===== src/logic/cache_geom_pkg.sv =====
// geometry of the 2-way, 256-set cache with 16-byte lines; word accesses only, no byte lanes
package cache_geom_pkg;

    localparam int n_sets         = 256;  // sets per way
    localparam int n_ways         = 2;    // associativity
    localparam int words_per_line = 4;    // 32-bit words in one line

    // set index, address bits [11:4]
    typedef logic [7:0]   index_t;

    // address tag, address bits [31:12]
    typedef logic [19:0]  tag_t;

    // word within a line, address bits [3:2]
    typedef logic [1:0]   offset_t;

    typedef logic [31:0]  word_t;         // one data word
    typedef logic [127:0] line_t;         // word 0 in the low lanes

    typedef logic [1:0]   way_mask_t;     // bit w selects way w
    typedef logic [3:0]   word_mask_t;    // bit i selects word lane i

endpackage


===== src/logic/cache_init_counter.sv =====
// walks every set index once after reset; holds the last index and init_done until the next reset
`timescale 1ns/10ps

module cache_init_counter import cache_geom_pkg::*; (
    input  logic   clk,
    input  logic   arst_n,
    output index_t init_index,
    output logic   init_done
);

    index_t count;
    logic   done;

    always_ff @(posedge clk or negedge arst_n) begin
        if (!arst_n) begin
            count <= '0;
            done  <= 1'b0;
        end else if (!done) begin
            if (count == index_t'(n_sets - 1)) begin
                done <= 1'b1;             // one cycle after the last set
            end else begin
                count <= count + 1'b1;
            end
        end
    end

    assign init_index = count;
    assign init_done  = done;

endmodule


===== config.mk =====
export PLATFORM = sky130hd
export DESIGN_NAME = cache_init_counter
export DESIGN_NICKNAME = d
export VERILOG_FILES = /design/src/logic/cache_geom_pkg.sv /design/src/logic/cache_init_counter.sv
export SDC_FILE = /design/constraint.sdc
export NUM_CORES = 1
export LEC_CHECK = 0
export BUFFER_PORTS_ARGS = -buffer_cell sky130_fd_sc_hd__buf_2
export CORE_AREA = 3 3 40 42
export CTS_BUF_LIST = sky130_fd_sc_hd__clkbuf_2
export CTS_CLUSTER_DIAMETER = 40
export CTS_CLUSTER_SIZE = 12
export DETAILED_ROUTE_END_ITERATION = 12
export DIE_AREA = 0 0 43 45
export PLACE_DENSITY_LB_ADDON = 0.15
export SYNTH_ARGS = -nofsm -noshare
export SYNTH_HDL_FRONTEND = slang
export SYNTH_SLANG_ARGS = --single-unit

===== constraint.sdc =====
create_clock -name clk -period 2.65 [get_ports clk]
set_input_delay 0.53 -clock clk [delete_from_list [all_inputs] [get_ports clk]]
set_output_delay 0.53 -clock clk [all_outputs]
set_load 0.005 [all_outputs]

# Yosys cells after proc, flatten, opt, wreduce, memory -nomap -nowiden
# Cells that the tools add are included.
# totals
ff_bits	9
in_bits	2
# classes
bitwise	2
mux	2
reduce_logical	1
n_addsub	1
n_eq_ne	1
# op_table
op	n
8-bit by 1-bit adder with 8-bit output, second input constant	1
8-bit equality test, second input constant	1
1-bit two-way mux	2
1-bit inverter	2
2-bit AND reduction	1

# Longest topological paths before layout
# Gate-level depths: netlist of run 1.
# depth
word_depth	3
ltp_mapped	4

# Worst setup path after synthesis of run 1
# OpenSTA, ideal clock, no wires.
# synth_timing
path_kind	register to register
start	reg count[0], in the netlist init_index[0]
end	reg count[1], in the netlist init_index[1]
setup_slack_ps	1285
t_required_ps	2525
arrival_ps	1240
setup_time_ps	125
period_less_slack_ps	1365
path_stages_with_launch	4
path_cell_list	dfrtp_1 -> ha_1 -> a41oi_4 -> mux2_4
# synth_via
elab_chain_len	3
word_cells_on_any_way	4
classes_between	1 x add/sub; 1 x eq/ne; 1 x bitwise; 1 x reduce/logical
# synth_rtl
item	line	text
start, declared	cache_init_counter.sv:11	index_t count;
start signal, assigned	cache_init_counter.sv:22	count <= count + 1'b1;
branches (longest 3 deep; another with 8-bit by 1-bit adder with 8-bit output)	--	
# Parallel ways; which one is timed is not known.
# A chain may end at the register's enable or synchronous reset.

# Final worst setup path of run 1
# layout_timing
start	reg count[2], in the netlist init_index[2]
end	out init_index[2]
# layout_rtl
item	line	text
end, declared	cache_init_counter.sv:7	output index_t init_index,
# No word-level cell between the ends.

==> impl_metrics.ini, run 1 <==
[worst_setup_path]
path_buf_inv = 1
regToRegStartpoint = init_index[0]$_DFFE_PN0P_
worstPathArrival_ns = 0.94
cp_cell_sequence = buf_2
crit_path_start = init_index[2]$_DFFE_PN0P_
cp_max_fo = 8
critical_path_depth = 1
cp_top_family = flip-flops
slowest_delay_ns = 0.53
reg2reg_slack_ns = 1.22
end_kind = primary output
critPathSlowestCell = dfrtp_1
worstSetupPathType = reg -> out
crit_required_ns = 2.12
endpoint = init_index[2]
worst_r2r_path_depth = 3
setup.worst_path.start_class = flip-flop
rr_endpoint = init_index[1]$_DFFE_PN0P_

[clock_tree]
cts_max_path_buffers = 2
ctsResizeCount = 0
worstSkewPairLatency_ns = 0.23
cts_setup_buffers = 0
cts_tree = built
cts_buffers = 3
clockRootBuffer = clkbuf_2
hold_buffers = 0
htreeDepth = 1
cts.sinks = 9
path_clk_slew_ns = 0.09

[drt]
wl_per_cell_um = 13.6
drc = 0
wl_um = 899
first_pass_iters = 2
num_vias = 341
ant_nets = 0
initialDrtViolationCount = 4
routed_via_density = 5.17

[final_layout]
multi_input_area_um2 = 205
area_delta_synth_final_pct = 18.9
drive_above_1_share = 0.373
nNetsFinal = 55
fillers = 150
antenna_cells = 0
seq_area_um2 = 225
finalNonFillerCells = 66

[timing]
rsz0062_at_grt = false
final_hold_viol_count = 0
max_slew_margin = 0.795
fin_crit_sh = 0.555
fin_setup_tns_ns = 0
worst_pin_slew_ns = 0.307
clock_skew_ns = 0.00611
setup_violations = 0
clock.fmax_ghz = 0.680
slew_viol_final = 0
finalCriticalPeriod_ns = 1.47
timing.final.ws_setup_ns = 1.18

[synthesis]
ys_types = 18
synth.area.mux_share = 0.0339
synth-compound-area-share = 0.215
synth_top_family_by_area = compound AO/OA/AOI/OAI gates
yosys_warnings = 0
netlist_area_um2 = 443
avgSynthCellArea_um2 = 11.7
yosys.area_share.adder = 0.0282
syn_inst = 38
synth-simple-area-share = 0.167
syn_nets = 41
synth-seq-cells = 9
ys_seq_area_frac = 0.508
yosys.area_share.xor_xnor = 0.0198

[floorplanning]
die_width_um = 43
die_area_um2 = 1940
initial_core_util = 0.345
io_pins = 11
fp-row-count = 13
die_h_um = 45
core_um2 = 1280

[status]
status = finished, final reports clean

[global_routing]
antenna_found_initial = 0
grt-ovfl-total = 0
grt_pass1_vias = 339
grt_usage = 0.107
grt_pass1_wl_mm = 1.53
grt_max_degree = 10

[placement]
hpwl_um = 670
place_inst = 62
place_ws_ns = 1.22
gp_congestion = 0.690
portBuffers = 10

[job]
cap_violations = 0

[pwr]
pwr-share-clk = 0.374
p_comb_frac = 0.014
power.share.sequential = 0.612
p_per_area_nw_per_um2 = 426
p_int_mw = 0.178
p_switching_mw = 0.0463
ir_worst_vdd_uv = 217
swShare = 0.207
p_leak_nw = 0.259

[worst_hold_path]
hold_class = in -> async
## per-stage QoR
stage          power (mW)  area, um^2  utilization  hold slack [ns]
4_1_cts             0.230         527        0.410            0.120
5_1_grt             0.239         527        0.410            0.114
2_1_floorplan       0.140         443            -            0.234
3_5_place_dp        0.143         507        0.394            0.393
3_3_place_gp        0.143         507        0.394            0.388
6_report            0.224         527        0.410            0.129
## cells in the final DEF (no fill, tap or decap), drive strengths merged
cell type	netlist	final
buf	1	10
dfrtp	9	9
a21oi	7	7
a31oi	4	4
clkbuf	0	4
inv	2	2
and3	2	2
nand4	2	2
and4	1	1
a41oi	1	1
mux2	1	1
xor2	1	1
and4b	1	1
a21boi	1	1
and3b	1	1
nor2b	1	1
and2	1	1
nor2	1	1
ha	1	1
## flip-flops by register name (all words and copies together) (netlist names)
| name | flops |
|---|---|
| init_done | 1 |
| init_index | 8 |
## cells in the mapped netlist
cell type / n / area (um^2)
mux2_4: 1 / 15.0
and3b_1: 1 / 8.76
and3_2: 2 / 15.0
a21boi_0: 1 / 7.51
and4_4: 1 / 11.3
a41oi_4: 1 / 27.5
nor2_1: 1 / 3.75
nor2b_1: 1 / 6.26
and2_1: 1 / 6.26
nand4_1: 2 / 12.5
xor2_1: 1 / 8.76
buf_2: 1 / 5.00
inv_1: 2 / 7.51
and4b_1: 1 / 10.0
a31oi_1: 4 / 25.0
a21oi_1: 7 / 35.0
ha_1: 1 / 12.5
dfrtp_1: 9 / 225
## cell type report
class | count | share of cell area
sequential | 9 | 0.428
multi-input combinational | 26 | 0.390
timing repair buffer | 10 | 0.0950
clock buffer | 4 | 0.0380
tap | 15 | 0.0356
inverter | 2 | 0.0143
## power groups by stage
| stage | Sequential, mW | Combinational, mW | Clock [mW] |
|---|---|---|---|
| floorplan | 0.140 | 0.0000000927 | 0 |
| global placement | 0.140 | 0.00321 | 0 |
| detailed placement | 0.140 | 0.00338 | 0 |
| CTS | 0.137 | 0.00334 | 0.0890 |
| global route | 0.137 | 0.00375 | 0.0983 |
| finish | 0.137 | 0.00317 | 0.0838 |
## kinds of logic (layout without fill, tap and decap cells)
| family | count (synthesis) | count (layout) |
|---|---|---|
| flops | 9 | 9 |
| compound gates | 13 | 13 |
| buf+inv | 3 | 16 |
| fa+ha+maj | 1 | 1 |
| xor+xnor | 1 | 1 |
| simple gates | 10 | 10 |
| mux | 1 | 1 |
## metal layers
layer | wire [um] | GRT usage | vias up
met3 | 64 | 0.0239 | 0
met2 | 413 | 0.168 | 10
met5 | 0 | 0 | -
met4 | 0 | 0.0542 | 0
li1 | - | - | 169
met1 | 421 | 0.139 | 162
## how the worst min path moves through the flow
stage / startpoint / endpoint / slack [ns] / cells past startpoint
6_report: arst_n / init_index[3]$_DFFE_PN0P_ / 0.13 / 1
5_1_grt: arst_n / init_index[3]$_DFFE_PN0P_ / 0.11 / 1
4_1_cts: arst_n / init_index[3]$_DFFE_PN0P_ / 0.12 / 1
3_5_place_dp: arst_n / init_index[3]$_DFFE_PN0P_ / 0.39 / 1
3_3_place_gp: arst_n / init_index[4]$_DFFE_PN0P_ / 0.39 / 1
2_1_floorplan: arst_n / init_done$_DFF_PN0_ / 0.23 / 0
No activity file was read; power rests on OpenSTA's default activity.
==> inputs of run 2 (changes only) <==
clock period = 1.4 ns   (was 2.65 ns; I/O delays follow)
==> impl_metrics.ini, run 2 (synthesis results as in run 1) <==
[status]
status = finished, final reports clean

[timing]
finalCriticalPeriod_ns = 1.32
final_hold_viol_count = 0
slew_viol_final = 0
fin_setup_tns_ns = 0
setup_violations = 0
rsz0062_at_grt = false
fin_crit_sh = 0.943
clock.fmax_ghz = 0.758
worst_pin_slew_ns = 0.272
clock_skew_ns = 0.00275
hold_ws_ns = 0.422
max_slew_margin = 0.819

[floorplanning]
core_um2 = 1280
die_area_um2 = 1940
io_pins = 11
initial_core_util = 0.345
fp-row-count = 13
die_width_um = 43
die_h_um = 45

[clock_tree]
worstSkewPairLatency_ns = 0.23
clockRootBuffer = clkbuf_2
path_clk_slew_ns = 0.08
cts.sinks = 9
cts_max_path_buffers = 2
cts_tree = built
htreeDepth = 1
cts_buffers = 3

[final_layout]
seq_area_um2 = 225
antenna_cells = 0
nNetsFinal = 62
area_delta_synth_final_pct = 32.2
mostFrequentLayoutCells = buf_2, dfrtp_1, a21oi_1
final_common_cell = buf_2
drive_above_1_share = 0.466
fillers = 119
multi_input_area_um2 = 209
largest_reg_flops = 8

[pwr]
p_per_area_nw_per_um2 = 726
p_leak_nw = 0.291
ir_worst_vdd_uv = 395

[worst_setup_path]
setup.worst_path.start_class = flip-flop
worstSetupPathType = reg -> reg
cp_max_fo = 6
worstPathArrival_ns = 1.48
rr_endpoint = init_index[4]$_DFFE_PN0P_
end_kind = flip-flop
reg2reg_slack_ns = 0.08
crit_required_ns = 1.56
regToRegStartpoint = init_index[1]$_DFFE_PN0P_
worst_r2r_path_depth = 4

[drt]
first_pass_iters = 3
wl_met2_um = 413
initialDrtViolationCount = 7
routed_via_density = 5.12
ant_nets = 0
num_vias = 374
drc = 0
wl_per_cell_um = 13.1
met1_length_um = 484
wl_met3_um = 55
top_layer_used = met3
wl_um = 953

[global_routing]
antenna_found_initial = 0
grt-ovfl-total = 0
grt_usage = 0.116
grt_max_degree = 10
grt_pass1_wl_mm = 1.66
grt_pass1_vias = 372

[job]
cap_violations = 0

[worst_hold_path]
hold_class = in -> async

[placement]
portBuffers = 10
gp_congestion = 0.729
hpwl_um = 740
run 2: changes by cell type in the layout (fill, tap and decap cells not counted), sizes merged:
cell         change
buf              +6
dlygate4sd3      +1
run 2: critical path: stages, from the launching register on:
cell and delay, ns:
dfrtp_1 0.42, ha_2 0.23, and3b_2 0.25, and3_2 0.22, a21oi_1 0.13
run 2: what timing repair did:
item,4_1_cts,5_1_grt
hold buffers,1,0
gates resized for setup,0,2
endpoints found under the hold margin,9,0
buffers inserted,0,0
setup endpoints to repair,0,3
run 2: worst max-delay path by stage:
stage / depth (start not counted) / slack [ns] / start / endpoint
6_report: 4 / 0.08 / init_index[1]$_DFFE_PN0P_ / init_index[4]$_DFFE_PN0P_
5_1_grt: 4 / 0.03 / init_index[1]$_DFFE_PN0P_ / init_index[4]$_DFFE_PN0P_
4_1_cts: 4 / 0.004 / init_index[1]$_DFFE_PN0P_ / init_index[4]$_DFFE_PN0P_
3_5_place_dp: 4 / 0.03 / init_index[1]$_DFFE_PN0P_ / init_index[4]$_DFFE_PN0P_
3_3_place_gp: 3 / 0.08 / init_index[1]$_DFFE_PN0P_ / init_index[1]$_DFFE_PN0P_
2_1_floorplan: 3 / 0.03 / init_index[0]$_DFFE_PN0P_ / init_index[1]$_DFFE_PN0P_
run 2: stage by stage:
step	instances	worst slack [ns]	power, mW	area (um^2)	utilization
finish	73	0.0802	0.425	586	0.456
global route	73	0.0290	0.448	586	0.456
floorplan	38	0.0347	0.265	443	-
global placement	68	0.0825	0.271	552	0.429
CTS	73	0.00378	0.436	582	0.453
detailed placement	68	0.0257	0.271	552	0.429
run 2: metal layers:
layer  track usage  up-vias
met1         0.160      181
li1              -      183
met2         0.177       10
met5             0        -
met3        0.0359        0
met4        0.0361        0
run 2: power by group:
group,leakage (nW),switching [mW],internal (mW)
Combinational,0.163,0.00533,0.00284
Sequential,0.111,0,0.260
Clock,0.0166,0.0811,0.0760
run 2: cell type report:
type / instances / area share
clock buffer: 4 / 0.0342
inverter: 2 / 0.0128
multi-input combinational: 26 / 0.357
sequential: 9 / 0.385
tap: 15 / 0.0321
timing repair buffer: 17 / 0.179
==> inputs of run 3 (changes only) <==
PLACE_DENSITY_LB_ADDON = 0.25   (was 0.15)
==> impl_metrics.ini, run 3 (synthesis results as in run 1) <==
[timing]
finalCriticalPeriod_ns = 1.29
max_slew_margin = 0.821
clock.fmax_ghz = 0.772
hold_ws_ns = 0.390
fin_crit_sh = 0.925
setup_violations = 0
clock_skew_ns = 0.00913
final_hold_viol_count = 0
worst_pin_slew_ns = 0.269
fin_setup_tns_ns = 0
timing.final.ws_setup_ns = 0.105
slew_viol_final = 0
rsz0062_at_grt = false

[worst_setup_path]
worstSetupPathType = reg -> reg
end_kind = flip-flop
path_buf_inv = 0
setup.worst_path.start_class = flip-flop
worstPathArrival_ns = 1.44
cp_cell_sequence = and4_4 > a41oi_4 > mux2_4
slowest_delay_ns = 0.41
cp_top_family = flip-flops
critPathSlowestCell = dfrtp_1
cp_max_fo = 4
crit_required_ns = 1.55

[clock_tree]
path_clk_slew_ns = 0.09
worstSkewPairLatency_ns = 0.25
cts_max_path_buffers = 2
cts.sinks = 9
cts_buffers = 3
cts_tree = built
clockRootBuffer = clkbuf_2
cts_setup_buffers = 0
htreeDepth = 1

[final_layout]
drive_above_1_share = 0.466
largest_reg_flops = 8
area_delta_synth_final_pct = 32.2
finalNonFillerCells = 73
final_common_cell = buf_2
nNetsFinal = 62
antenna_cells = 0
fin_util = 0.456
mostFrequentLayoutCells = buf_2, dfrtp_1, a21oi_1
fin_area_um2 = 586

[floorplanning]
initial_core_util = 0.345
die_h_um = 45
die_area_um2 = 1940
io_pins = 11
fp-row-count = 13
die_width_um = 43
core_um2 = 1280

[pwr]
p_leak_nw = 0.292
power_mw = 0.433
p_per_area_nw_per_um2 = 740
ir_worst_vdd_uv = 464

[drt]
wl_met3_um = 85
initialDrtViolationCount = 12
first_pass_iters = 4
wl_met2_um = 393
top_layer_used = met4
wl_um = 906
drc = 0
ant_nets = 0
routed_via_density = 4.99
num_vias = 364
met1_length_um = 417
wl_per_cell_um = 12.4

[placement]
portBuffers = 10
place_inst = 68
place_area_um2 = 552
gp_congestion = 0.688
hpwl_um = 679
place_ws_ns = 0.0572

[global_routing]
grt_usage = 0.115
antenna_found_initial = 0
grt-ovfl-total = 0
grt_pass1_vias = 355
grt_pass1_wl_mm = 1.58
grt_max_degree = 10

[worst_hold_path]
hold_class = in -> async

[status]
status = finished, final reports clean

[job]
cap_violations = 0
run 3: path summary, 6_finish.rpt:
path	startpoint	end	slack, ns	cells after the start
min in group clk	init_index[0]$_DFFE_PN0P_	init_index[0]$_DFFE_PN0P_	0.56	2
worst max-delay path	init_index[5]$_DFFE_PN0P_	init_index[1]$_DFFE_PN0P_	0.11	3
worst max register to register	init_index[5]$_DFFE_PN0P_	init_index[1]$_DFFE_PN0P_	0.11	3
worst min-delay path	arst_n	init_index[3]$_DFFE_PN0P_	0.39	2
max in group asynchronous	arst_n	init_index[7]$_DFFE_PN0P_	0.82	2
worst min register to register	init_index[0]$_DFFE_PN0P_	init_index[0]$_DFFE_PN0P_	0.56	2
run 3: repair_timing:
item,4_1_cts,5_1_grt
resized for setup,0,2
setup endpoints to repair,0,2
hold endpoints to repair,9,0
hold buffers,1,0
run 3: cell type report:
type                            instances  area, um^2
Sequential cell                         9         225
Multi-Input combinational cell         26         209
Clock buffer                            4        20.0
Tap cell                               15        18.8
Fill cell                             122         699
Inverter                                2        7.51
Timing Repair Buffer                   17         105
run 3: where the power goes:
part,switching [mW],internal (mW),total [mW]
clock network,0.0899,0.0759,0.166
logic,0.00514,0.00284,0.00798
registers,0,0.260,0.260
run 3: per-layer routing:
metal / vias up / GRT usage
li1: 185 / -
met1: 163 / 0.152
met2: 14 / 0.162
met3: 2 / 0.0598
met4: 0 / 0.0361
met5: - / 0
