## config.mk

```make
export PLATFORM = sky130hd
export DESIGN_NAME = cache_ctrl_fsm_flat
export DESIGN_NICKNAME = d
export VERILOG_FILES = /design/src/logic/cache_ctrl_pkg.sv /design/src/logic/cache_geom_pkg.sv /design/src/logic/cache_array_if.sv /design/src/logic/cache_ctrl_fsm.sv /design/src/flat_wrapper.sv
export SDC_FILE = /design/constraint.sdc
export NUM_CORES = 1
export LEC_CHECK = 0
export BUFFER_PORTS_ARGS = -buffer_cell sky130_fd_sc_hd__buf_2
export CAP_MARGIN = 10
export CELL_PAD_IN_SITES_DETAIL_PLACEMENT = 1
export CELL_PAD_IN_SITES_GLOBAL_PLACEMENT = 1
export CORE_AREA = 5 5 291 293
export DETAILED_ROUTE_END_ITERATION = 10
export DIE_AREA = 0 0 296 298
export PLACE_DENSITY = 0.49
export SLEW_MARGIN = 30
export SYNTH_ARGS = -nofsm -noshare
export SYNTH_HDL_FRONTEND = slang
export SYNTH_SLANG_ARGS = --single-unit
```

## constraint.sdc

```tcl
create_clock -name clk -period 4.6 [get_ports clk]
set_input_delay 0.69 -clock clk [delete_from_list [all_inputs] [get_ports clk]]
set_output_delay 0.69 -clock clk [all_outputs]
set_load 0.02 [all_outputs]
```

## src/logic/cache_ctrl_pkg.sv

```systemverilog
// controller state encoding and the APB address type; the address is a byte address
package cache_ctrl_pkg;

    // one access in flight at a time
    typedef enum logic [2:0] {
        st_init,      // valid bits being cleared after reset
        st_idle,      // waiting for an APB setup phase
        st_lookup,    // index presented to the arrays
        st_compare,   // tag match on the registered read
        st_refill,    // waiting for the line source
        st_respond    // returning the refilled word
    } ctrl_state_t;

    typedef logic [31:0] apb_addr_t;  // full byte address from the APB master

endpackage

```

## src/logic/cache_geom_pkg.sv

```systemverilog
// geometry of the 2-way, 256-set cache with 16-byte lines; word accesses only, no byte lanes
package cache_geom_pkg;

    localparam int n_sets         = 256;  // sets per way
    localparam int n_ways         = 2;    // associativity
    localparam int words_per_line = 4;    // 32-bit words in one line

    // set index, address bits [11:4]
    typedef logic [7:0]   index_t;

    // address tag, address bits [31:12]
    typedef logic [19:0]  tag_t;

    // word within a line, address bits [3:2]
    typedef logic [1:0]   offset_t;

    typedef logic [31:0]  word_t;         // one data word
    typedef logic [127:0] line_t;         // word 0 in the low lanes

    typedef logic [1:0]   way_mask_t;     // bit w selects way w
    typedef logic [3:0]   word_mask_t;    // bit i selects word lane i

endpackage

```

## src/logic/cache_array_if.sv

```systemverilog
// controller-to-array bus; read fields are registered one cycle after index, writes land at the edge
`timescale 1ns/10ps

interface cache_array_if import cache_geom_pkg::*; ();

    index_t    index;                  // shared by tag and data arrays
    way_mask_t tag_we;                 // tag, valid and lru write per way
    logic      valid_wd;
    tag_t      tag_wd;
    way_mask_t data_we;                // line or word write per way
    logic      word_write;             // single word at offset instead of full line
    offset_t   offset;
    word_t     word_wd;
    line_t     line_wd;

    tag_t      tag_rd  [n_ways];
    way_mask_t valid_rd;               // one valid bit per way
    logic      lru_rd;                 // way to replace next
    line_t     line_rd [n_ways];

    modport ctrl (
        output index, tag_we, valid_wd, tag_wd, data_we, word_write, offset, word_wd, line_wd,
        input  tag_rd, valid_rd, lru_rd, line_rd
    );

    modport tag_side (
        input  index, tag_we, valid_wd, tag_wd,
        output tag_rd, valid_rd, lru_rd
    );

    modport data_side (
        input  index, data_we, word_write, offset, word_wd, line_wd,
        output line_rd
    );

endinterface

```

## src/logic/cache_ctrl_fsm.sv

```systemverilog
// APB slave for the cache; read-allocate, write hits update one word, write misses are dropped
`timescale 1ns/10ps

module cache_ctrl_fsm import cache_geom_pkg::*, cache_ctrl_pkg::*; (
    input  logic                                      clk,
    input  logic                                      arst_n,
    input  logic                                      psel,
    input  logic                                      penable,
    input  logic                                      pwrite,
    input  apb_addr_t                                 paddr,
    input  word_t                                     pwdata,
    output word_t                                     prdata,
    output logic                                      pready,
    output logic                                      fill_req,
    output logic [$bits(tag_t)+$bits(index_t)-1:0]    fill_addr,
    input  logic                                      fill_ack,
    input  line_t                                     fill_line,
    input  index_t                                    init_index,
    input  logic                                      init_done,
    cache_array_if.ctrl                               arr
);

    ctrl_state_t state;
    ctrl_state_t state_nxt;

    tag_t      req_tag;
    index_t    req_index;
    offset_t   req_offset;
    way_mask_t hit_way;
    logic      hit;
    line_t     hit_line;
    way_mask_t victim;
    word_t     fill_word_q;      // requested word kept for respond

    function automatic word_t pick_word(line_t line, offset_t off);
        word_mask_t sel;
        word_t      w;
        sel = word_mask_t'(1) << off;
        w   = '0;
        for (int i = 0; i < words_per_line; i++) begin
            if (sel[i]) begin
                w = w | line[i*$bits(word_t) +: $bits(word_t)];
            end
        end
        return w;
    endfunction

    // master holds paddr for the whole access
    assign req_tag    = paddr[31:12];
    assign req_index  = paddr[11:4];
    assign req_offset = paddr[3:2];

    always_comb begin
        hit_line = '0;
        for (int w = 0; w < n_ways; w++) begin
            hit_way[w] = arr.valid_rd[w] && (arr.tag_rd[w] == req_tag);
            if (hit_way[w]) begin
                hit_line = hit_line | arr.line_rd[w];
            end
        end
        hit    = |hit_way;
        victim = arr.lru_rd ? way_mask_t'(2'b10) : way_mask_t'(2'b01);
    end

    always_comb begin
        state_nxt = state;
        case (state)
            st_init:    if (init_done) state_nxt = st_idle;
            st_idle:    if (psel && !penable) state_nxt = st_lookup;  // setup phase
            st_lookup:  state_nxt = st_compare;
            st_compare: state_nxt = (pwrite || hit) ? st_idle : st_refill;
            st_refill:  if (fill_ack) state_nxt = st_respond;
            st_respond: state_nxt = st_idle;
            default:    state_nxt = st_idle;
        endcase
    end

    always_ff @(posedge clk or negedge arst_n) begin
        if (!arst_n) begin
            state <= st_init;
        end else begin
            state <= state_nxt;
        end
    end

    always_ff @(posedge clk) begin
        if (state == st_refill && fill_ack) begin
            fill_word_q <= pick_word(fill_line, req_offset);
        end
    end

    // array controls
    always_comb begin
        arr.index      = (state == st_init) ? init_index : req_index;
        arr.tag_we     = '0;
        arr.valid_wd   = 1'b0;
        arr.tag_wd     = req_tag;
        arr.data_we    = '0;
        arr.word_write = 1'b0;
        arr.offset     = req_offset;
        arr.word_wd    = pwdata;
        arr.line_wd    = fill_line;
        case (state)
            st_init: begin
                if (!init_done) arr.tag_we = '1;         // invalidate both ways
            end
            st_compare: begin
                if (pwrite && hit) begin
                    arr.data_we    = hit_way;
                    arr.word_write = 1'b1;
                end
            end
            st_refill: begin
                if (fill_ack) begin
                    arr.tag_we   = victim;
                    arr.valid_wd = 1'b1;
                    arr.data_we  = victim;
                end
            end
            default: ;
        endcase
    end

    assign pready    = ((state == st_compare) && (pwrite || hit)) || (state == st_respond);
    assign prdata    = (state == st_respond) ? fill_word_q : pick_word(hit_line, req_offset);
    assign fill_req  = (state == st_refill);
    assign fill_addr = {req_tag, req_index};

endmodule

```

## src/flat_wrapper.sv

```systemverilog
// flat-port wrapper written by rule: the top's interface ports become plain ports
module cache_ctrl_fsm_flat import cache_geom_pkg::*, cache_ctrl_pkg::*;
  (clk, arst_n, psel, penable, pwrite, paddr, pwdata, prdata, pready, fill_req, fill_addr, fill_ack, fill_line, init_index, init_done, arr_index, arr_tag_we, arr_valid_wd, arr_tag_wd, arr_data_we, arr_word_write, arr_offset, arr_word_wd, arr_line_wd, arr_tag_rd, arr_valid_rd, arr_lru_rd, arr_line_rd);
  cache_array_if arr_i ();
  input  logic clk;
  input  logic arst_n;
  input  logic psel;
  input  logic penable;
  input  logic pwrite;
  input  apb_addr_t paddr;
  input  word_t pwdata;
  output word_t prdata;
  output logic pready;
  output logic fill_req;
  output logic [$bits(tag_t)+$bits(index_t)-1:0] fill_addr;
  input  logic fill_ack;
  input  line_t fill_line;
  input  index_t init_index;
  input  logic init_done;
  output wire logic [$bits(arr_i.index)-1:0] arr_index;
  output wire logic [$bits(arr_i.tag_we)-1:0] arr_tag_we;
  output wire logic [$bits(arr_i.valid_wd)-1:0] arr_valid_wd;
  output wire logic [$bits(arr_i.tag_wd)-1:0] arr_tag_wd;
  output wire logic [$bits(arr_i.data_we)-1:0] arr_data_we;
  output wire logic [$bits(arr_i.word_write)-1:0] arr_word_write;
  output wire logic [$bits(arr_i.offset)-1:0] arr_offset;
  output wire logic [$bits(arr_i.word_wd)-1:0] arr_word_wd;
  output wire logic [$bits(arr_i.line_wd)-1:0] arr_line_wd;
  input wire logic [$bits(arr_i.tag_rd)-1:0] arr_tag_rd;
  input wire logic [$bits(arr_i.valid_rd)-1:0] arr_valid_rd;
  input wire logic [$bits(arr_i.lru_rd)-1:0] arr_lru_rd;
  input wire logic [$bits(arr_i.line_rd)-1:0] arr_line_rd;
  assign arr_index = arr_i.index;
  assign arr_tag_we = arr_i.tag_we;
  assign arr_valid_wd = arr_i.valid_wd;
  assign arr_tag_wd = arr_i.tag_wd;
  assign arr_data_we = arr_i.data_we;
  assign arr_word_write = arr_i.word_write;
  assign arr_offset = arr_i.offset;
  assign arr_word_wd = arr_i.word_wd;
  assign arr_line_wd = arr_i.line_wd;
  assign arr_i.tag_rd = {>>{arr_tag_rd}};
  assign arr_i.valid_rd = arr_valid_rd;
  assign arr_i.lru_rd = arr_lru_rd;
  assign arr_i.line_rd = {>>{arr_line_rd}};
  cache_ctrl_fsm u_core (.clk(clk), .arst_n(arst_n), .psel(psel), .penable(penable), .pwrite(pwrite), .paddr(paddr), .pwdata(pwdata), .prdata(prdata), .pready(pready), .fill_req(fill_req), .fill_addr(fill_addr), .fill_ack(fill_ack), .fill_line(fill_line), .init_index(init_index), .init_done(init_done), .arr(arr_i));
endmodule
```

==> Word level (Yosys, flattened, before mapping) <==
Index checks and enable logic that the tools add are counted.
{ "op_classes": {"n_addsub": 0, "multipliers": 0, "n_div": 0, "magnitude_cmp": 0, "eq_ne": 10, "shifts": 1, "muxes": 30, "bitwise": 7, "reduce_logical": 12} }
{ "ops": {"columns": ["operator", "count"], "rows": [
  ["$mux 32", 12],
  ["$mux 128", 2],
  ["$or 32x32->32", 6],
  ["$or 128x128->128", 1],
  ["$eq 20x20->1", 2],
  ["$pmux 3 s5", 1],
  ["$mux 3", 4],
  ["$mux 2", 4],
  ["$mux 8", 1],
  ["$pmux 2 s2", 2],
  ["$eq 3x2->1 const B", 2],
  ["$eq 3x3->1 const B", 2],
  ["$logic_and 1x1->1", 6],
  ["$mux 1", 4],
  ["$ne 2x1->1 const B", 2],
  ["$shl 1x2->4 const A", 1],
  ["$eq 3x1->1 const B", 1],
  ["$logic_not 3->1", 1],
  ["$reduce_and 3->1", 1],
  ["$logic_or 1x1->1", 2],
  ["$ne 2x2->1 const B", 1],
  ["$reduce_or 2->1", 1],
  ["$logic_not 1->1", 1]
]} }
{ "totals": {"reg_bits": 35, "latch_bits": 0, "mem_bits_rw": 0, "mem_bits_ro": 0, "input_bits": 506, "out_inout_bits": 258, "word_cells": 62, "memories": 0} }

==> Depth between registers and ports, before layout <==
Gate-level depths: netlist (run 1).
{ "logic_depth": {"word_depth": 13, "ltp_mapped": 8, "ltp_nobuf": 5} }

==> Worst setup path before layout (run 1) <==
Ideal clock, no wire load.
{ "synth_path": {"path_type": "reg2out", "start": "register u_core.state[2]", "end": "output arr_tag_we[1]", "arrival_ns": 2.706, "required_time_ns": 3.910, "slack_ns": 1.204, "path_stages_with_launch": 6, "path_buffers": 1, "cell_sequence": "dfrtp_1 clkbuf_1 nor3b_1 and2_1 nand2_1 o21ai_0"} }
{ "synth_via": {"elab_chain_len": 2} }
{ "synth_lines": {"columns": ["element", "line", "text"], "rows": [
  ["start, declared", "cache_ctrl_fsm.sv:23", "ctrl_state_t state;"],
  ["start signal, assigned", "cache_ctrl_fsm.sv:80", "state <= st_init;"],
  ["start signal, assigned", "cache_ctrl_fsm.sv:82", "state <= state_nxt;"],
  ["$eq 3x3->1", null, null],
  ["named net fill_req", "flat_wrapper.sv:14", "output logic fill_req;"],
  ["$pmux 2 s2", "cache_ctrl_fsm.sv:103", "case (state)"],
  ["end, declared", "flat_wrapper.sv:21", "output wire logic [$bits(arr_i.tag_we)-1:0] arr_tag_we;"]
]} }
The timed path passes the listed nets, and every way through them passes these cells.

==> Worst setup path after layout (run 1) <==
{ "layout_path": {"start": "input paddr[24]", "end": "output prdata[17]"} }
{ "layout_via": {"elab_chain_len": 13} }
{ "layout_lines": {"columns": ["element", "line", "text"], "rows": [
  ["start, declared", "flat_wrapper.sv:10", "input apb_addr_t paddr;"],
  ["$eq 20x20->1", "cache_ctrl_fsm.sv:56", "hit_way[w] = arr.valid_rd[w] && (arr.tag_rd[w] == req_tag);"],
  ["$logic_and 1x1->1", "cache_ctrl_fsm.sv:56", null],
  ["$mux 128", "cache_ctrl_fsm.sv:57", "if (hit_way[w]) begin"],
  ["$or 128x128->128", "cache_ctrl_fsm.sv:58", "hit_line = hit_line | arr.line_rd[w];"],
  ["$mux 128 (*)", "cache_ctrl_fsm.sv:57", null],
  ["$mux 32", "cache_ctrl_fsm.sv:41", "if (sel[i]) begin"],
  ["$or 32x32->32", "cache_ctrl_fsm.sv:42", "w = w | line[i*$bits(word_t) +: $bits(word_t)];"],
  ["$mux 32", "cache_ctrl_fsm.sv:41", null],
  ["$or 32x32->32", "cache_ctrl_fsm.sv:42", null],
  ["$mux 32", "cache_ctrl_fsm.sv:41", null],
  ["$or 32x32->32", "cache_ctrl_fsm.sv:42", null],
  ["$mux 32 (*)", "cache_ctrl_fsm.sv:41", null],
  ["$mux 32 (*)", "cache_ctrl_fsm.sv:125", "assign prdata = (state == st_respond) ? fill_word_q : pick_word(hit_line, req_offset);"],
  ["end, declared", "flat_wrapper.sv:12", "output word_t prdata;"]
]} }
Mark *: on every way between the ends. The rest lies on a longest branch, timed or not.

==> results of run 1 <==
## registers in the layout, indices dropped and copies added, names as in the netlist
register,count
u_core.fill_word_q,32
u_core.state,3
## metal layers
layer,global-route usage,routed length [um],vias up
met4,0.02256,741,6
li1,-,-,3528
met5,0,34,-
met3,0.01788,3920,43
met2,0.1846,24490,472
met1,0.1238,19780,3759
## worst max path at each step
stage / start / endpoint / slack [ns] / depth (start not counted)
after floorplan: u_core.state[2]$_DFFE_PN0P_ / arr_tag_we[1] / 1.20 / 5
after global placement: paddr[24] / prdata[17] / 0.49 / 8
after detailed placement: paddr[24] / prdata[17] / 0.53 / 8
after CTS: paddr[24] / prdata[17] / 0.49 / 8
after global routing: paddr[30] / prdata[17] / 0.45 / 8
final: paddr[24] / prdata[17] / 0.72 / 8
## final cells by class
cell class,count,area (um2)
fill,9921,71240
clock inverter,3,42.54
antenna,4,10.01
timing repair buffer,727,3739
multi-input combinational,441,4040
tap,1070,1339
inverter,3,11.26
sequential,35,1036
clock buffer,5,125.1
## per-stage QoR
stage | instance area (um2) | cells | util | total power, mW
3_5_place_dp | 10160 | 2276 | 0.1245 | 1.569
3_3_place_gp | 10150 | 2275 | 0.1244 | 1.558
5_1_grt | 10340 | 2286 | 0.1267 | 2.084
4_1_cts | 10330 | 2284 | 0.1266 | 2.013
6_report | 10340 | 2288 | 0.1268 | 1.950
2_1_floorplan | 6969 | 745 | - | 1.152
## kinds of logic (layout without fill, tap and decap cells)
| logic type | count (synthesis) | in the layout | share of synthesized area |
|---|---|---|---|
| buf+inv | 269 | 738 | 0.2756 |
| xor+xnor | 40 | 40 | 0.05027 |
| mux | 97 | 97 | 0.2578 |
| other cells | 0 | 4 | 0 |
| simple gates | 174 | 174 | 0.1510 |
| flops | 35 | 35 | 0.1487 |
| compound gates | 130 | 130 | 0.1167 |
## power by group through the flow
stage                     Clock (mW)  Combinational, mW  Sequential, mW
after floorplan                    0              0.772           0.380
after global placement             0               1.16           0.401
after detailed placement           0               1.17           0.402
after CTS                      0.446               1.17           0.396
after global routing           0.447               1.23           0.402
final                          0.416               1.14           0.397
## critical path, stage by stage
cell and delay (ns):
buf_2 0.13, xnor2_1 0.34, nand4_1 0.23, nor4_4 0.66
buf_4 0.35, a32oi_1 0.30, o21ai_1 0.28, buf_2 0.20
## synth_stat cells (all sizes together) (4+ instances only)
library cell    n
nand3           6
nor2            9
and2           31
nand2          65
nand2b          4
edfxtp         32
mux2i          31
mux4           66
buf           243
clkbuf         22
a32oi          30
o21ai          65
a31oi          30
nor4b          31
nand4          15
nor4            4
xnor2          39
==> key figures, run 1 <==
STA
  – Final hold viol count: 0
  – Final TNS setup: 0 ns
  – Final setup viols: 0
  – Post-route clock period utilization: 0.8440
  – Max Clock Freq: 0.2576 GHz
  – Max-slew headroom: 0.2874
  – RSZ-0062 raised after global routing: no
  – Final worst setup slack: 0.7177 ns
  – Slew Limit Fails: 0
  – Hold_ws: 0.1770 ns
  – Crit path time final: 3.882 ns
  – Actual slew at the worst max-slew pin: 1.069 ns
  – Clock skew: 0.003222 ns

Placement
  – Routability cong.: 0.8871
  – Port bufs: 697
  – Final HPWL from detailed placement: 43300 um
  – Dpl ws: 0.5297 ns

Global routing
  – First-pass GRT wire length: 63550 um
  – Pin count of the biggest net entering global routing: 64
  – Total global-route track usage: 0.1012
  – Overflow after GRT: 0
  – Initial antenna violation count: 17
  – Vias in the first global route: 8562

Floorplanning
  – IO Pins: 764
  – Die area: 0.08821 mm2
  – Die X-Extent: 296 um
  – Core Region: 0.08158 mm2
  – Initial Utilization: 0.08542
  – Die Height: 298 um
  – Row count: 105

Flow run
  – # Max-Cap Violations: 0

Power and ir drop
  – Part of the power in registers: 0.203
  – Worst IR drop on VDD: 0.1103 mV
  – Switching power share of the total: 0.4400
  – P per Cell Area: 188.6 mW/mm2
  – P_int: 1.092 mW
  – Leak: 4.576 nW
  – Sw power: 858.1 uW
  – Logic gate share of total power: 0.583
  – Clk pwr share: 0.213

Clock tree
  – Longest Clk Path Bufs: 2
  – TritonCTS Buffers: 5
  – H-tree levels: 2
  – Clock sink total: 35
  – Cts hold-fix bufs: 0
  – Skew-Pair Late Insertion Delay: 0.30 ns
  – Post-CTS sizing: 0
  – Post-CTS setup buffers: 0
  – CTS tree: built
  – Clk root buf: clkbuf_16
  – Clk pin slew, worst setup/hold paths: 0.06 ns

Finish
  – Most common cell after layout, fill and taps aside: buf_2
  – Most frequent cells in the layout: buf_2, mux4_2, nand2_1, xnor2_1, o21ai_0
  – Layout area overhead: 48.40%
  – Net count reported at finish: 1719
  – Share of layout cells above drive strength 1: 0.6705

Worst setup path
  – Worst Path Required: 3.91 ns
  – Worst r2r src: u_core.state[2]$_DFFE_PN0P_
  – Startpoint Class: primary input
  – Reg-to-reg slack, setup: 2.38 ns
  – Peak fanout along the critical path: 16
  – FF-to-FF path depth: 3
  – Critical path class: primary input to output pin
  – CP Capture Type: output pin
  – Reg2Reg Capture Point: u_core.fill_word_q[12]$_DFFE_PP_
  – CP arrival: 3.19 ns

Routing
  – DRT Pass-1 Iters: 4
  – Initial DRC count: 280
  – Final ANT Viol Nets: 0
  – Vias: 7808
  – WL final: 48970 um
  – Wire per inst: 21.40 um
  – Vias per cell: 3.413
  – Post-route DRC: 0

Synthesis
  – Post-synth ARST share: 0.08571
  – Post-Synthesis Cells: 745
  – Synth Flop Type: edfxtp_1
  – EDFF count, synth: 32
  – Mapped Area: 0.006969 mm2
  – Yosys cell types: 38
  – Synth top area share: 0.2359
  – FF+latch count, synth: 35
  – Synth area leader: buf_4
  – Post-synthesis sequential area ratio: 0.1487
  – Syn Nets: 1251
  – YS warnings: 0
  – Synth top area cells: buf_4, mux4_2, edfxtp_1
  – Synthesized area per cell: 9.355 um2

Run status
  – Status: finished clean

Worst hold path
  – Worst hold path type: primary input to asynchronous set/reset pin
(Power assumes the default switching activity.)
==> run 2: changes to the inputs <==
Settings changed: ABC_AREA set to 1, CORE_AREA 5 5 291 293 to 5 5 295 297, DIE_AREA 0 0 296 298 to 0 0 300 302, PLACE_DENSITY 0.49 to 0.51.
Clock period 4.6 ns to 3.9 ns, I/O delays scaled along.
==> key figures, run 2 <==
Run status
  – Status: finished clean (unchanged)

Global routing
  – GR peak layer: met2 (unchanged)
  – Overflow after GRT: 0 (unchanged)
  – Total global-route track usage: 0.1193 (was 0.1012)
  – Met1 usage: 0.1634 (was 0.1238)
  – Pin count of the biggest net entering global routing: 38 (was 64)
  – Grt met2 use: 0.1927 (was 0.1846)
  – M3 GR Usage: 0.01981 (was 0.01788)
  – First-pass GRT wire length: 77430 um (was 63550 um)
  – Initial antenna violation count: 13 (was 17)
  – Vias in the first global route: 10500 (was 8562)

Finish
  – Final instance area: 0.01073 mm2 (was 0.01034 mm2)
  – Top Registers: u_core.fill_word_q (32), u_core.state (3) (unchanged)
  – Most common cell after layout, fill and taps aside: buf_2 (unchanged)
  – Net count reported at finish: 2211 (was 1719)
  – Largest register FFs: 32 (unchanged)
  – Most frequent cells in the layout: buf_2, nand2_1, nand4_1, nor2_1, a21oi_1 (was buf_2, mux4_2, nand2_1, xnor2_1, o21ai_0)
  – Share of layout cells above drive strength 1: 0.4543 (was 0.6705)
  – Layout area overhead: 48.79% (was 48.40%)
  – # diodes: 0 (was 4)
  – Fin util: 0.1272 (was 0.1268)
  – Biggest register: u_core.fill_word_q (unchanged)

Worst setup path
  – Worst Path Required: 3.31 ns (was 3.91 ns)
  – Slowest-stage cell, CP: nor2_4 (was nor4_4)
  – Peak fanout along the critical path: 28 (was 16)
  – Critical path class: primary input to output pin (unchanged)
  – Startpoint Class: primary input (unchanged)
  – Crit-path max cell delay: 0.52 ns (was 0.66 ns)
  – CP Capture Type: output pin (unchanged)
  – Reg-to-reg slack, setup: 1.92 ns (was 2.38 ns)
  – CP Cell Sequence: buf_2, inv_1, nand2_1, nand2_1, nor2_1, nand2_1, nor2_4, buf_12, nand3_1, o21ai_0, buf_4, buf_2 (was buf_2, xnor2_1, nand4_1, nor4_4, buf_4, a32oi_1, o21ai_1, buf_2)
  – CP most frequent cell: nand2_1 (was buf_2)
  – CP arrival: 2.75 ns (was 3.19 ns)

Synthesis
  – Synth top area share: 0.2406 (was 0.2359)
  – Post-synth top cells: nand2_1, buf_4, nand4_1 (was buf_4, mux4_2, nand2_1)
  – Syn Nets: 1746 (was 1251)
  – Synthesized area per cell: 5.813 um2 (was 9.355 um2)
  – EDFF count, synth: 32 (unchanged)
  – Most common cell in the synthesized netlist: nand2_1 (was buf_4)
  – Post-synth ARST share: 0.08571 (unchanged)
  – Synth area leader: buf_4 (unchanged)
  – Synth Flop Type: edfxtp_1 (unchanged)
  – Yosys cell types: 27 (was 38)
  – Mapped Area: 0.007208 mm2 (was 0.006969 mm2)
  – Post-Synthesis Cells: 1240 (was 745)
  – FF+latch count, synth: 35 (unchanged)
  – Synth top area cells: buf_4, nand2_1, edfxtp_1 (was buf_4, mux4_2, edfxtp_1)
  – Post-synthesis sequential area ratio: 0.1437 (was 0.1487)
  – YS warnings: 0 (unchanged)

Routing
  – DRT Pass-1 Iters: 5 (was 4)
  – Vias per cell: 3.549 (was 3.413)
  – Final ANT Viol Nets: 0 (unchanged)
  – Wire per inst: 20.91 um (was 21.40 um)
  – Post-route DRC: 0 (unchanged)
  – Vias: 9923 (was 7808)
  – Initial DRC count: 530 (was 280)
  – WL final: 58460 um (was 48970 um)

STA
  – Clock skew: 0.006397 ns (was 0.003222 ns)
  – Slew Limit Fails: 0 (unchanged)
  – Post-route clock period utilization: 0.8556
  – Crit path time final: 3.337 ns
  – RSZ-0062 raised after global routing: no (unchanged)
  – Final TNS setup: 0 ns (unchanged)
  – Max Clock Freq: 0.2997 GHz
  – Actual slew at the worst max-slew pin: 0.6520 ns (was 1.069 ns)
  – Max-slew headroom: 0.5643 (was 0.2874)
  – Final setup viols: 0 (unchanged)
  – Final hold viol count: 0 (unchanged)
  – Hold_ws: 0.07207 ns (was 0.1770 ns)

Floorplanning
  – Die area: 0.09060 mm2 (was 0.08821 mm2)
  – Core Region: 0.08434 mm2 (was 0.08158 mm2)
  – IO Pins: 764 (unchanged)
  – Initial Utilization: 0.08546 (was 0.08542)
  – Row count: 107 (was 105)
  – Die X-Extent: 300 um (was 296 um)
  – Die Height: 302 um (was 298 um)

Placement
  – Post-place instance area: 0.01059 mm2 (was 0.01016 mm2)
  – Routability cong.: 0.8363 (was 0.8871)
  – Final HPWL from detailed placement: 50220 um (was 43300 um)
  – Port bufs: 697 (unchanged)

Clock tree
  – Clock sink total: 35 (unchanged)
  – H-tree levels: 2 (unchanged)
  – Longest Clk Path Bufs: 2 (unchanged)
  – CTS tree: built (unchanged)
  – Post-CTS sizing: 0 (unchanged)
  – Cts hold-fix bufs: 0 (unchanged)
  – Clk pin slew, worst setup/hold paths: 0.06 ns (about the same)
  – Skew-Pair Late Insertion Delay: 0.30 ns (about the same)
  – Clk root buf: clkbuf_16 (unchanged)
  – TritonCTS Buffers: 5 (unchanged)
  – Post-CTS setup buffers: 0 (unchanged)

Power and ir drop
  – Worst IR drop on VDD: 0.1063 mV (was 0.1103 mV)
  – Power, Total: 2.558 mW (was 1.950 mW)
  – Leak: 5.638 nW (was 4.576 nW)
  – P per Cell Area: 238.5 mW/mm2 (was 188.6 mW/mm2)

Flow run
  – # Max-Cap Violations: 0 (unchanged)

Worst hold path
  – Worst hold path type: primary input to asynchronous set/reset pin (unchanged)
run 2: cells by family after synthesis:
kind of cell | synth area share
AOI/OAI and AO/OA | 0.09964
and+or+nand+nor | 0.4473
xor gates and xnor gates | 0.002431
buffers and inverters | 0.3069
DFF | 0.1437
run 2: per-layer routing:
metal / share of wire / up-vias
li1: - / 4811
met1: 0.46 / 4619
met2: 0.46 / 424
met3: 0.057 / 65
met4: 0.028 / 4
met5: 0.00041 / -
run 2: worst max-delay path: cells and delay by family:
family	cells	cell delay [ns]
AOI/OAI and AO/OA	1	0.26
buffers and inverters	5	0.86
and+or+nand+nor	6	1.02
run 2: worst paths after layout:
| path | start | to | cells past startpoint |
|---|---|---|---|
| hold / removal | arst_n | u_core.state[0]$_DFFE_PN0P_ | 1 |
| max in group asynchronous | arst_n | u_core.state[1]$_DFFE_PN0P_ | 1 |
| setup reg to reg | u_core.state[0]$_DFFE_PN0P_ | u_core.fill_word_q[3]$_DFFE_PP_ | 4 |
| min in group clk | u_core.state[1]$_DFFE_PN0P_ | u_core.state[1]$_DFFE_PN0P_ | 1 |
| setup / recovery | paddr[27] | arr_data_we[0] | 12 |
| hold reg to reg | u_core.state[1]$_DFFE_PN0P_ | u_core.state[1]$_DFFE_PN0P_ | 1 |
run 2: power by group:
part	leakage, nW	total, mW	internal [mW]	switching (mW)
Clock	0.0679	0.415	0.237	0.178
Sequential	0.326	0.478	0.449	0.0294
Combinational	5.24	1.66	0.544	1.12
run 2: layout make-up:
cell class / count / area (um2)
clock inverter: 1 / 5.005
clock buffer: 7 / 132.6
timing repair buffer: 744 / 3966
fill: 10590 / 73620
multi-input combinational: 864 / 4013
sequential: 35 / 1036
inverter: 55 / 209.0
tap: 1090 / 1364
run 2: through the flow:
| stage | cells | worst slack (ns) |
|---|---|---|
| final | 2796 | 0.5630 |
| after global routing | 2796 | 0.3767 |
| after CTS | 2796 | 0.5077 |
| after detailed placement | 2788 | 0.5133 |
| after global placement | 2788 | 0.5260 |
| after floorplan | 1240 | 0.5498 |
